**src/logic/alu_pkg.sv**
```systemverilog
package alu_pkg;

  localparam int reg_w      = 64;
  localparam int imm_w      = 32;
  localparam int flags_w    = 16;
  localparam int fifo_depth = 4;
  localparam int adr_w      = 3;

  // x86 flag bit positions.
  localparam int flag_cf = 0;
  localparam int flag_pf = 2;
  localparam int flag_zf = 6;
  localparam int flag_sf = 7;
  localparam int flag_of = 11;

  localparam logic [adr_w-1:0] adr_s      = 3'd0;
  localparam logic [adr_w-1:0] adr_t      = 3'd1;
  localparam logic [adr_w-1:0] adr_cmd    = 3'd2;
  localparam logic [adr_w-1:0] adr_result = 3'd3;
  localparam logic [adr_w-1:0] adr_flags  = 3'd4;

  typedef logic [reg_w-1:0]   word_t;
  typedef logic [flags_w-1:0] flags_t;

  typedef enum logic [3:0] {
    op_add  = 4'd0,
    op_sub  = 4'd1,
    op_adc  = 4'd2,
    op_sbb  = 4'd3,
    op_and  = 4'd4,
    op_or   = 4'd5,
    op_xor  = 4'd6,
    op_sll  = 4'd7,
    op_mov  = 4'd8,
    op_cmp  = 4'd9,
    op_test = 4'd10
  } opcode_t;

  typedef enum logic [1:0] {w8, w16, w32, w64} width_t;

  // Command word, opcode in the low bits.
  typedef struct packed {
    logic [reg_w-imm_w-8:0] pad;
    logic [imm_w-1:0]       imm;
    logic                   use_imm;
    width_t                 width;
    opcode_t                opcode;
  } cmd_t;

  typedef struct packed {
    cmd_t  cmd;
    word_t s;
    word_t t;
  } alu_req_t;

  typedef struct packed {
    word_t  d;
    flags_t flags;
  } alu_rsp_t;

  typedef struct packed {
    logic             cyc;
    logic             stb;
    logic             we;
    logic [adr_w-1:0] adr;
    word_t            wdata;
  } wb_req_t;

  typedef struct packed {
    logic  ack;
    word_t rdata;
  } wb_rsp_t;

  function automatic word_t mask_to_width(word_t x, width_t w);
    case (w)
      w8:      return word_t'(x[7:0]);
      w16:     return word_t'(x[15:0]);
      w32:     return word_t'(x[31:0]);
      default: return x;
    endcase
  endfunction

  function automatic logic msb_of(word_t x, width_t w);
    case (w)
      w8:      return x[7];
      w16:     return x[15];
      w32:     return x[31];
      default: return x[63];
    endcase
  endfunction

  // PF looks at the low byte only.
  function automatic logic even_parity(word_t x);
    return ~^x[7:0];
  endfunction

  function automatic flags_t make_flags(word_t r, width_t w, logic cf, logic of);
    flags_t f;
    f          = '0;
    f[flag_cf] = cf;
    f[flag_pf] = even_parity(r);
    f[flag_zf] = (r == '0);
    f[flag_sf] = msb_of(r, w);
    f[flag_of] = of;
    return f;
  endfunction

endpackage

```
**src/logic/sync_fifo.sv**
```systemverilog
`timescale 1ns/10ps

module sync_fifo #(
  parameter type payload_t = logic [7:0],
  parameter int  depth     = alu_pkg::fifo_depth
) (
  input  logic     clk,
  input  logic     rst,
  input  logic     push,
  input  payload_t wdata,
  input  logic     pop,
  output payload_t rdata,
  output logic     full,
  output logic     empty
);

  localparam int ptr_w = (depth > 1) ? $clog2(depth) : 1;

  payload_t         mem [depth];
  logic [ptr_w-1:0] wr_ptr;
  logic [ptr_w-1:0] rd_ptr;
  logic [ptr_w:0]   count;

  assign full  = (count == (ptr_w+1)'(depth));
  assign empty = (count == '0);
  assign rdata = mem[rd_ptr];

  function automatic logic [ptr_w-1:0] next_ptr(logic [ptr_w-1:0] p);
    return (p == ptr_w'(depth - 1)) ? '0 : p + 1'b1;
  endfunction

  always_ff @(posedge clk) begin
    if (push) begin
      mem[wr_ptr] <= wdata;
    end
  end

  // Push and pop together leave the count alone, full or not.
  always_ff @(posedge clk) begin
    if (rst) begin
      wr_ptr <= '0;
      rd_ptr <= '0;
      count  <= '0;
    end else begin
      if (push) begin
        wr_ptr <= next_ptr(wr_ptr);
      end
      if (pop) begin
        rd_ptr <= next_ptr(rd_ptr);
      end
      case ({push, pop})
        2'b10:   count <= count + 1'b1;
        2'b01:   count <= count - 1'b1;
        default: count <= count;
      endcase
    end
  end

endmodule

```
**src/logic/alu_arith.sv**
```systemverilog
`timescale 1ns/10ps

module alu_arith (
  input  alu_pkg::opcode_t op,
  input  alu_pkg::width_t  width,
  input  alu_pkg::word_t   s,
  input  alu_pkg::word_t   t,
  input  logic             cf_in,
  output alu_pkg::word_t   d,
  output alu_pkg::flags_t  flags
);

  logic                    subtract;
  logic                    use_cf;
  logic                    cin;
  logic                    carry_out;
  logic                    carry_msb;
  alu_pkg::word_t          t_eff;
  alu_pkg::word_t          d_m;
  logic [alu_pkg::reg_w:0] sum;
  logic [alu_pkg::reg_w:0] carries;

  assign subtract = (op == alu_pkg::op_sub) || (op == alu_pkg::op_sbb) ||
                    (op == alu_pkg::op_cmp);
  assign use_cf   = (op == alu_pkg::op_adc) || (op == alu_pkg::op_sbb);

  // Subtraction is s + ~t + 1; a borrow in clears the +1.
  assign t_eff = subtract ? ~t : t;
  assign cin   = subtract ? !(use_cf && cf_in) : (use_cf && cf_in);

  assign sum     = {1'b0, s} + {1'b0, t_eff} + (alu_pkg::reg_w + 1)'(cin);
  assign carries = sum ^ {1'b0, s} ^ {1'b0, t_eff};

  // Carry into each bit; pick out the ones around the active sign bit.
  always_comb begin
    case (width)
      alu_pkg::w8:  {carry_out, carry_msb} = {carries[8], carries[7]};
      alu_pkg::w16: {carry_out, carry_msb} = {carries[16], carries[15]};
      alu_pkg::w32: {carry_out, carry_msb} = {carries[32], carries[31]};
      default:      {carry_out, carry_msb} = {carries[64], carries[63]};
    endcase
  end

  assign d_m = alu_pkg::mask_to_width(sum[alu_pkg::reg_w-1:0], width);
  assign d   = (op == alu_pkg::op_cmp) ? '0 : d_m;

  // CF is a borrow for the subtracting ops.
  assign flags = alu_pkg::make_flags(d_m, width, carry_out ^ subtract,
                                     carry_out ^ carry_msb);

endmodule

```
**src/logic/alu_logic.sv**
```systemverilog
`timescale 1ns/10ps

module alu_logic (
  input  alu_pkg::opcode_t op,
  input  alu_pkg::width_t  width,
  input  alu_pkg::word_t   s,
  input  alu_pkg::word_t   t,
  input  alu_pkg::flags_t  flags_in,
  output alu_pkg::word_t   d,
  output alu_pkg::flags_t  flags
);

  alu_pkg::word_t raw;
  alu_pkg::word_t r;
  logic           is_mov;

  always_comb begin
    is_mov = 1'b0;
    case (op)
      alu_pkg::op_and,
      alu_pkg::op_test: raw = s & t;
      alu_pkg::op_or:   raw = s | t;
      alu_pkg::op_xor:  raw = s ^ t;
      alu_pkg::op_sll:  raw = s << t[5:0];
      default: begin
        raw    = t;
        is_mov = 1'b1;
      end
    endcase
  end

  assign r = alu_pkg::mask_to_width(raw, width);
  assign d = (op == alu_pkg::op_test) ? '0 : r;

  // CF and OF always clear here.
  assign flags = is_mov ? flags_in : alu_pkg::make_flags(r, width, 1'b0, 1'b0);

endmodule

```
**src/logic/alu_exec.sv**
```systemverilog
`timescale 1ns/10ps

module alu_exec (
  input  logic              clk,
  input  logic              rst,
  input  alu_pkg::alu_req_t req_data,
  input  logic              req_empty,
  output logic              req_pop,
  output alu_pkg::alu_rsp_t rsp_data,
  input  logic              rsp_full,
  output logic              rsp_push
);

  alu_pkg::alu_req_t s1_req;
  alu_pkg::alu_req_t s1_next;
  logic              s1_valid;
  logic              s2_valid;
  logic              s1_advance;
  logic              use_arith;
  alu_pkg::word_t    arith_d;
  alu_pkg::word_t    logic_d;
  alu_pkg::flags_t   flags_q;
  alu_pkg::flags_t   flags_next;
  alu_pkg::flags_t   arith_flags;
  alu_pkg::flags_t   logic_flags;

  assign rsp_push   = s2_valid && !rsp_full;
  assign s1_advance = s1_valid && (!s2_valid || !rsp_full);
  assign req_pop    = !req_empty && (!s1_valid || s1_advance);

  // Stage 1 operand, T or the sign-extended immediate.
  always_comb begin
    s1_next = req_data;
    if (req_data.cmd.use_imm) begin
      s1_next.t = {{(alu_pkg::reg_w - alu_pkg::imm_w){req_data.cmd.imm[alu_pkg::imm_w-1]}},
                   req_data.cmd.imm};
    end
  end

  always_comb begin
    case (s1_req.cmd.opcode)
      alu_pkg::op_add, alu_pkg::op_sub, alu_pkg::op_adc,
      alu_pkg::op_sbb, alu_pkg::op_cmp: use_arith = 1'b1;
      default:                          use_arith = 1'b0;
    endcase
  end

  assign flags_next = use_arith ? arith_flags : logic_flags;

  alu_arith arith0 (
    .op    (s1_req.cmd.opcode),
    .width (s1_req.cmd.width),
    .s     (s1_req.s),
    .t     (s1_req.t),
    .cf_in (flags_q[alu_pkg::flag_cf]),
    .d     (arith_d),
    .flags (arith_flags)
  );

  alu_logic logic0 (
    .op       (s1_req.cmd.opcode),
    .width    (s1_req.cmd.width),
    .s        (s1_req.s),
    .t        (s1_req.t),
    .flags_in (flags_q),
    .d        (logic_d),
    .flags    (logic_flags)
  );

  // Flags move with the op into stage 2, so the next op sees them.
  always_ff @(posedge clk) begin
    if (rst) begin
      s1_valid <= 1'b0;
      s2_valid <= 1'b0;
      flags_q  <= '0;
    end else begin
      if (req_pop) begin
        s1_valid <= 1'b1;
      end else if (s1_advance) begin
        s1_valid <= 1'b0;
      end
      if (s1_advance) begin
        s2_valid <= 1'b1;
        flags_q  <= flags_next;
      end else if (rsp_push) begin
        s2_valid <= 1'b0;
      end
    end
  end

  always_ff @(posedge clk) begin
    if (req_pop) begin
      s1_req <= s1_next;
    end
    if (s1_advance) begin
      rsp_data <= '{d: use_arith ? arith_d : logic_d, flags: flags_next};
    end
  end

endmodule

```
**src/logic/wb_port.sv**
```systemverilog
`timescale 1ns/10ps

module wb_port (
  input  logic               clk,
  input  logic               rst,
  input  alu_pkg::wb_req_t   bus,
  output alu_pkg::wb_rsp_t   bus_rsp,
  output logic               req_push,
  output alu_pkg::alu_req_t  req_data,
  input  logic               req_full,
  output logic               rsp_pop,
  input  alu_pkg::alu_rsp_t  rsp_data,
  input  logic               rsp_empty
);

  alu_pkg::word_t  s_q;
  alu_pkg::word_t  t_q;
  alu_pkg::word_t  rdata_q;
  alu_pkg::word_t  rdata_next;
  alu_pkg::flags_t last_flags;
  logic            ack_q;
  logic            cmd_wr;
  logic            result_rd;
  logic            ready;
  logic            accept;

  assign cmd_wr    = bus.we && (bus.adr == alu_pkg::adr_cmd);
  assign result_rd = !bus.we && (bus.adr == alu_pkg::adr_result);

  // Hold off the ack until the FIFO on the far side can take part.
  assign ready  = cmd_wr ? !req_full : (result_rd ? !rsp_empty : 1'b1);
  assign accept = bus.cyc && bus.stb && !ack_q && ready;

  always_comb begin
    rdata_next = '0;
    if (!bus.we) begin
      case (bus.adr)
        alu_pkg::adr_s:      rdata_next = s_q;
        alu_pkg::adr_t:      rdata_next = t_q;
        alu_pkg::adr_result: rdata_next = rsp_data.d;
        alu_pkg::adr_flags:  rdata_next = alu_pkg::word_t'(last_flags);
        default:             rdata_next = '0;
      endcase
    end
  end

  always_ff @(posedge clk) begin
    if (rst) begin
      ack_q      <= 1'b0;
      req_push   <= 1'b0;
      rsp_pop    <= 1'b0;
      last_flags <= '0;
    end else begin
      ack_q    <= accept;
      req_push <= accept && cmd_wr;
      rsp_pop  <= accept && result_rd;
      if (accept && result_rd) begin
        last_flags <= rsp_data.flags;
      end
    end
  end

  always_ff @(posedge clk) begin
    if (accept && bus.we && bus.adr == alu_pkg::adr_s) begin
      s_q <= bus.wdata;
    end
    if (accept && bus.we && bus.adr == alu_pkg::adr_t) begin
      t_q <= bus.wdata;
    end
    if (accept && cmd_wr) begin
      req_data <= '{cmd: alu_pkg::cmd_t'(bus.wdata), s: s_q, t: t_q};
    end
    if (accept) begin
      rdata_q <= rdata_next;
    end
  end

  assign bus_rsp.ack   = ack_q;
  assign bus_rsp.rdata = rdata_q;

endmodule

```
**src/logic/alu_unit.sv**
```systemverilog
`timescale 1ns/10ps

module alu_unit (
  input  logic             clk,
  input  logic             rst,
  input  alu_pkg::wb_req_t bus,
  output alu_pkg::wb_rsp_t bus_rsp
);

  logic              req_push;
  logic              req_pop;
  logic              req_full;
  logic              req_empty;
  logic              rsp_push;
  logic              rsp_pop;
  logic              rsp_full;
  logic              rsp_empty;
  alu_pkg::alu_req_t req_wdata;
  alu_pkg::alu_req_t req_rdata;
  alu_pkg::alu_rsp_t rsp_wdata;
  alu_pkg::alu_rsp_t rsp_rdata;

  wb_port port0 (
    .clk       (clk),
    .rst       (rst),
    .bus       (bus),
    .bus_rsp   (bus_rsp),
    .req_push  (req_push),
    .req_data  (req_wdata),
    .req_full  (req_full),
    .rsp_pop   (rsp_pop),
    .rsp_data  (rsp_rdata),
    .rsp_empty (rsp_empty)
  );

  sync_fifo #(
    .payload_t (alu_pkg::alu_req_t),
    .depth     (alu_pkg::fifo_depth)
  ) req_fifo0 (
    .clk   (clk),
    .rst   (rst),
    .push  (req_push),
    .wdata (req_wdata),
    .pop   (req_pop),
    .rdata (req_rdata),
    .full  (req_full),
    .empty (req_empty)
  );

  alu_exec exec0 (
    .clk       (clk),
    .rst       (rst),
    .req_data  (req_rdata),
    .req_empty (req_empty),
    .req_pop   (req_pop),
    .rsp_data  (rsp_wdata),
    .rsp_full  (rsp_full),
    .rsp_push  (rsp_push)
  );

  sync_fifo #(
    .payload_t (alu_pkg::alu_rsp_t),
    .depth     (alu_pkg::fifo_depth)
  ) rsp_fifo0 (
    .clk   (clk),
    .rst   (rst),
    .push  (rsp_push),
    .wdata (rsp_wdata),
    .pop   (rsp_pop),
    .rdata (rsp_rdata),
    .full  (rsp_full),
    .empty (rsp_empty)
  );

endmodule

```
**config.mk**
```make
export PLATFORM = sky130hd
export DESIGN_NAME = alu_unit
export DESIGN_NICKNAME = d
export VERILOG_FILES = /design/src/logic/alu_pkg.sv /design/src/logic/sync_fifo.sv /design/src/logic/alu_arith.sv /design/src/logic/alu_logic.sv /design/src/logic/alu_exec.sv /design/src/logic/wb_port.sv /design/src/logic/alu_unit.sv
export SDC_FILE = /design/constraint.sdc
export NUM_CORES = 2
export LEC_CHECK = 0
export ABC_AREA = 0
export BUFFER_PORTS_ARGS = -buffer_cell sky130_fd_sc_hd__buf_2
export CORE_ASPECT_RATIO = 0.9
export CORE_MARGIN = 8
export CORE_UTILIZATION = 35
export CTS_CLUSTER_DIAMETER = 60
export DETAILED_ROUTE_END_ITERATION = 10
export SYNTH_ARGS = -nofsm -noshare
export SYNTH_HDL_FRONTEND = slang
export SYNTH_SLANG_ARGS = --single-unit
```
**constraint.sdc**
```tcl
create_clock -name clk -period 9.6 [get_ports clk]
set_input_delay 1.44 -clock clk [delete_from_list [all_inputs] [get_ports clk]]
set_output_delay 1.44 -clock clk [all_outputs]
set_load 0.01 [all_outputs]
```
## Word level (Yosys, flattened, before mapping)

Memory sizes are Yosys's and may differ from the RTL's. A register that Yosys moved wholly into a read port is not among the register bits.
Cells that the tools add are included.

- Input bits: 72
- Register bits: 649
- Word-level logic and storage cells: 156
- RAM bits: 1088
- Output and inout port bits: 65
- Memories: 2

Memories:

| name | words | width | rd ports | clocked after memory_dff | write ports | RTL line | text |
|---|---|---|---|---|---|---|---|
| req_fifo0.mem | 4 | 192 | 1 | 1 | 1 | sync_fifo.sv:19 | `payload_t mem [depth];` |
| rsp_fifo0.mem | 4 | 80 | 1 | 1 | 1 | sync_fifo.sv:19 |  |

- Shifts and indexed selects: 1
- Equal/unequal tests: 25
- Multiplexer cells: 37
- Reduce and logical (&&, ||, !) cells: 44
- Bitwise operators: 8
- Add/sub/neg operators: 10

Operator list:

| operator | count |
|---|---|
| one-hot mux 64 bit (4 select lines) | 2 |
| one-hot mux 64 bit (3 select lines) | 2 |
| two-way mux 64 bit | 5 |
| bitwise XOR 65 x 64 -> 65 bit | 2 |
| logical NOT 64 bit | 2 |
| adder 64 x 64 -> 65 bit | 1 |
| adder 65 x 1 -> 65 bit | 1 |
| bitwise AND 64 bit | 1 |
| inverter 64 bit | 1 |
| bitwise OR 64 bit | 1 |
| << shifter 64 x 6 -> 64 bit | 1 |
| bitwise XOR 64 bit | 1 |
| two-way mux 16 bit | 2 |
| equality test 4 x 3 -> 1 bit (second input constant) | 4 |
| two-way mux 2 bit | 8 |
| XNOR reduction 8 bit | 2 |
| equality test 2 bit (second input constant) | 7 |
| logical AND 1 bit | 14 |
| two-way mux 1 bit | 12 |
| one-hot mux 1 bit (3 select lines) | 4 |
| one-hot mux 3 bit (2 select lines) | 2 |
| OR reduction 5 bit | 2 |
| equality test 3 bit (second input constant) | 3 |
| logical NOT 1 bit | 9 |
| other kinds (16) | 36 |

## Longest topological paths before layout

- Depth after elaboration: 11
- Gate-level depth with buffers: 23
- Depth with buffers taken out: 20

## Cells and area by module

A second synthesis with hierarchy kept.

- Cell total of the unflattened synthesis: 4992
- Area, all modules: 78621.7 µm²

By module, submodules not included:

| module | cells each | area each (µm²) | sequential area each (µm²) | times used |
|---|---|---|---|---|
| sync_fifo at req_fifo0 | 1051 | 28354.7 | 23242.3 | 1 |
| wb_port | 752 | 14261.2 | 11911.4 | 1 |
| sync_fifo at rsp_fifo0 | 466 | 12074.1 | 9789.4 | 1 |
| alu_logic | 1182 | 9133.8 | 0.0 | 1 |
| alu_exec | 644 | 8906.0 | 6786.5 | 1 |
| alu_arith | 897 | 5891.9 | 0.0 | 1 |

## Worst setup path after synthesis

Ideal clock, no wire load.

- Path type: input to register
- From: in bus[64] in the netlist's numbering
- To: reg port0.req_data[0] in the netlist's numbering, enable pin
- Setup slack: -325 ps
- Data required time: 8903 ps
- Arrival time: 9228 ps
- Library setup time: 697 ps
- Buffers on the path: 1
- Stages: 6
- Path through: clkbuf_1 inv_1 nand3_1 nor4b_1 or3_1 nor2_1

- Cells in the longest elaborated chain, start to end: 6
- Elaborated cells on any way between the ends: 8
- Those cells by class: eq/ne: 2; mux: 2; reduce/logical: 4

Ends and longest elaborated chain:

| what | RTL line | text |
|---|---|---|
| start: declaration | alu_unit.sv:6 | `input alu_pkg::wb_req_t bus,` |
| equality test 3 x 2 -> 1 bit | wb_port.sv:28 | `assign result_rd = !bus.we && (bus.adr == alu_pkg::adr_result);` |
| logical AND 1 bit | wb_port.sv:28 |  |
| two-way mux 1 bit (2 in series) | wb_port.sv:31 | `assign ready = cmd_wr ? !req_full : (result_rd ? !rsp_empty : 1'b1);` |
| logical AND 1 bit | wb_port.sv:32 | `assign accept = bus.cyc && bus.stb && !ack_q && ready;` |
| logical AND 1 bit (*) | wb_port.sv:70 | `if (accept && cmd_wr) begin` |
| end signal: assignment | wb_port.sv:71 | `req_data <= '{cmd: alu_pkg::cmd_t'(bus.wdata), s: s_q, t: t_q};` |
| end: declaration | wb_port.sv:9 | `output alu_pkg::alu_req_t req_data,` |

Every way passes the cells marked *; elsewhere a longest branch is shown, timed or not.
A chain may end at the register's enable or synchronous reset.

## Worst setup path after layout

- From: reg exec0.s1_req[128] in the netlist's numbering
- To: reg exec0.flags_q[6]

- Cells in the longest elaborated chain, start to end: 9
- Elaborated cells on any way between the ends: 30
- Those cells by class: add/sub: 2; eq/ne: 9; mux: 8; reduce/logical: 11

Ends and longest elaborated chain:

| what | RTL line | text |
|---|---|---|
| start: declaration | alu_exec.sv:14 | `alu_pkg::alu_req_t s1_req;` |
| start signal: assignment | alu_exec.sv:93 | `s1_req <= s1_next;` |
| equality test 4 x 1 -> 1 bit (tied with other cells) | alu_arith.sv:23, alu_exec.sv:41 |  |
| logical OR 1 bit, on equally long branches | alu_arith.sv:23, alu_arith.sv:25 |  |
| logical OR 1 bit / logical AND 1 bit (equally long branches) | alu_arith.sv:23, alu_arith.sv:29 |  |
| two-way mux 64 bit / logical NOT 1 bit (equally long branches) | alu_arith.sv:28, alu_arith.sv:29 |  |
| adder 64 x 64 -> 65 bit / two-way mux 1 bit (equally long branches) | alu_arith.sv:31, alu_arith.sv:29 |  |
| adder 65 x 1 -> 65 bit | alu_arith.sv:31 | `assign sum = {1'b0, s} + {1'b0, t_eff} + (alu_pkg::reg_w + 1)'(cin);` |
| one-hot mux 64 bit (3 select lines) | alu_pkg.sv:75 | `case (w)` |
| logical NOT 64 bit | alu_pkg.sv:102 | `f[flag_zf] = (r == '0);` |
| two-way mux 16 bit (*) | alu_exec.sv:48 | `assign flags_next = use_arith ? arith_flags : logic_flags;` |
| end signal: assignment | alu_exec.sv:84 | `flags_q <= flags_next;` |
| end: declaration | alu_exec.sv:22 | `alu_pkg::flags_t flags_q;` |

Marks and branches as above.

==> reports/metrics.cfg <==
[layout]
final_common_cell=edfxtp_1
layout-drive-gt1-share=0.187
area_delta_synth_final_pct=13.5
instances_no_fill=7721
mostFrequentLayoutCells=edfxtp_1, mux4_2, nor2_1
final_area_sq_mm=0.0826
nets=5141

[detailed_routing]
routedWlPerCell_microns=30.4
via_count=44100
drtIter0Drc=5357
first_pass_iters=6
ant_nets=0
drc=0
vias_per_cell=5.71
totalWireLength_microns=235000

[synthesis]
mappedNetlistNets=4974
ys.flop_type=edfxtp_1
synthArstFlopShare=0
synth.cell_area_sq_mm=0.0727
syn_inst=4686
synth.top_cell.area_share=0.644
synth-seq-cells=1616
avgSynthCellArea_sq_um=15.5
yosys-top-cells-area=edfxtp_1, mux4_2, ha_1
synth-edff-count=1561
ys_seq_area_frac=0.660
synth.largest_area_cell=edfxtp_1
synth_cell_type_count=83
yosys_warnings=0

[floorplanning]
dieArea_sq_mm=0.223
pin_count=137
die-height_microns=448
initial_utilization=0.353
rows=158
fp.coreArea_sq_mm=0.206
die-width_microns=497

[cts]
cts_tree=done
cts_buffers=169
htree_levels=4
cts_max_path_buffers=3
cts_setup_buffers=0
cts-resized-gates=0
insertion_delay_ns=0.85
cts_hold_buf=0
clock_sinks=1616
cts.clk_slew.worst_paths_ns=0.06
cts_root_buffer=clkbuf_16

[power]
ir_drop_v=0.000358
cellPowerDensity_mw_per_mm2=387
p_total_uw=32000
leakage_uw=0.0278

[placed_design]
dp_cells=7402
dp.final_hpwl_microns=164000
io_buffers=136
dp_slack_ns=2.65
dpl-instance-area_sq_mm=0.0768
gp_congestion=1.02

[critical_path]
worstReg2RegStart=exec0.s1_req[128]
worstPathCellList=nand2b_1 -> buf_4 -> a21oi_1 -> nand2_4 -> buf_4 -> xnor2_1 -> ha_1 -> a21oi_1 -> o21ai_0 -> a31oi_1 -> o31ai_1 -> a211oi_1 -> xnor2_1 -> a311o_1 -> a2111oi_0 -> nand4bb_1 -> o41ai_1 -> o211ai_1 -> a311oi_2
cp_slowest_cell=a211oi_1
path_max_fanout=41
worstSetupEndpointType=register
reg2reg_to=exec0.flags_q[6]
crit_path_max_incr_delay_ns=0.79
critPathCapture=exec0.flags_q[6]
cp-start-kind=register
critPathRequiredTime_ns=10.35
worstRegToRegCells=19
arrival_ns=7.79
startpoint=exec0.s1_req[128]
crit_type=register to register
r2r_setup_slack_ns=2.56

[timing]
finalWorstSetupSlack_ns=2.56
skew_ns=0.0825
setup_tns_ns=0
final_hold_viol_count=0
post-route-min-period_ns=7.04
slew_viol_final=0
rsz0062_at_grt=no
finalSetupViolCount=0
worst_pin_slew_ns=1.43
max_freq_mhz=142
finalCritPeriodShare=0.733
slew_headroom=0.0382

[worst_hold_path]
hold_class=register to register

[global_routing]
antenna_found_initial=21
grt_pass1_vias=43200
track_usage=0.206
grt_pass1_wl_microns=330000
grt_max_degree=138
overflow=0

[run]
drv_cap=0

[status]
outcome=finished clean

==> layer usage <==
metal / share of wire / track usage
met4: 0.044 / 0.0826
met1: 0.43 / 0.291
met2: 0.44 / 0.312
met3: 0.080 / 0.0425
met5: 0.000030 / 0
==> how the worst min path moves through the flow <==
stage / cells after the start / start / slack, ns / end
finish: 0 / port0.s_q[6] / 0.43 / port0.req_data[70]
global route: 0 / port0.s_q[18] / 0.43 / port0.req_data[82]
CTS: 0 / port0.s_q[18] / 0.43 / port0.req_data[82]
detailed placement: 0 / port0.s_q[42] / 0.43 / port0.req_data[106]
global placement: 0 / port0.t_q[31] / 0.43 / port0.req_data[31]
floorplan: 1 / exec0.flags_q[10] / 0.42 / exec0.flags_q[10]
==> through the flow <==
step / hold slack, ns / util
global route: 0.434 / 0.400
floorplan: 0.421 / -
global placement: 0.429 / 0.373
detailed placement: 0.431 / 0.373
CTS: 0.427 / 0.400
finish: 0.432 / 0.401
==> worst max-delay path: cells and delay by family, from the launching register on <==
kind,cells,cell delay (ns)
xor+xnor,2,0.56
flops,1,0.61
simple gates,3,0.69
fa+ha+maj,1,0.42
buf+inv,2,0.71
compound gates,11,3.95
==> synthesized netlist by cell type (30+ instances only) <==
master and count:
edfxtp_1 1561, mux4_2 322, nor2_1 311, nand2_1 305
a21oi_1 282, ha_1 212, inv_1 195, o21ai_0 183
clkbuf_1 160, mux2i_1 131, xnor2_1 99, dfxtp_1 55
buf_1 54, o211ai_1 53, a221oi_1 48, nand3_1 44
mux2_2 43, nor3_1 40, and2_1 37, buf_2 35
o22ai_1 33, xor2_1 33, a211oi_1 30, nand4_1 30
==> power by group <==
| group | switching [uW] | internal [uW] |
|---|---|---|
| logic | 10200 | 5210 |
| clock network | 2810 | 3880 |
| registers | 1200 | 8690 |
| total | 14200 | 17800 |
==> final cells by class <==
type                       instances  area, sq um
fill                           18800       124000
sequential                      1616        48000
multi-input combinational       2611        23100
clock buffer                     210         4490
tap                             2720         3400
timing repair buffer             257         1620
clock inverter                   101         1260
inverter                         198          744
antenna                            8         20.0
==> state kept, by name (all words and copies together) (netlist names), 16 cells and up, named ones only <==
name and cells:
port0.last_flags 16, rsp_fifo0.mem 320, port0.req_data 167, exec0.flags_q 16, exec0.rsp_data 80, port0.rdata_q 64, port0.s_q 64, req_fifo0.mem 668
port0.t_q 64, exec0.s1_req 134
==> cell families after synthesis <==
family,Yosys count,synth area share
flip-flops,1616,0.660
AO/OA/AOI/OAI,877,0.0776
AND/OR/NAND/NOR,872,0.0535
multiplexers,509,0.129
buffers and inverters,459,0.0251
adder cells (fa/ha/maj),216,0.0376
XOR/XNOR,137,0.0174
No activity file was read; power rests on OpenSTA's default activity.
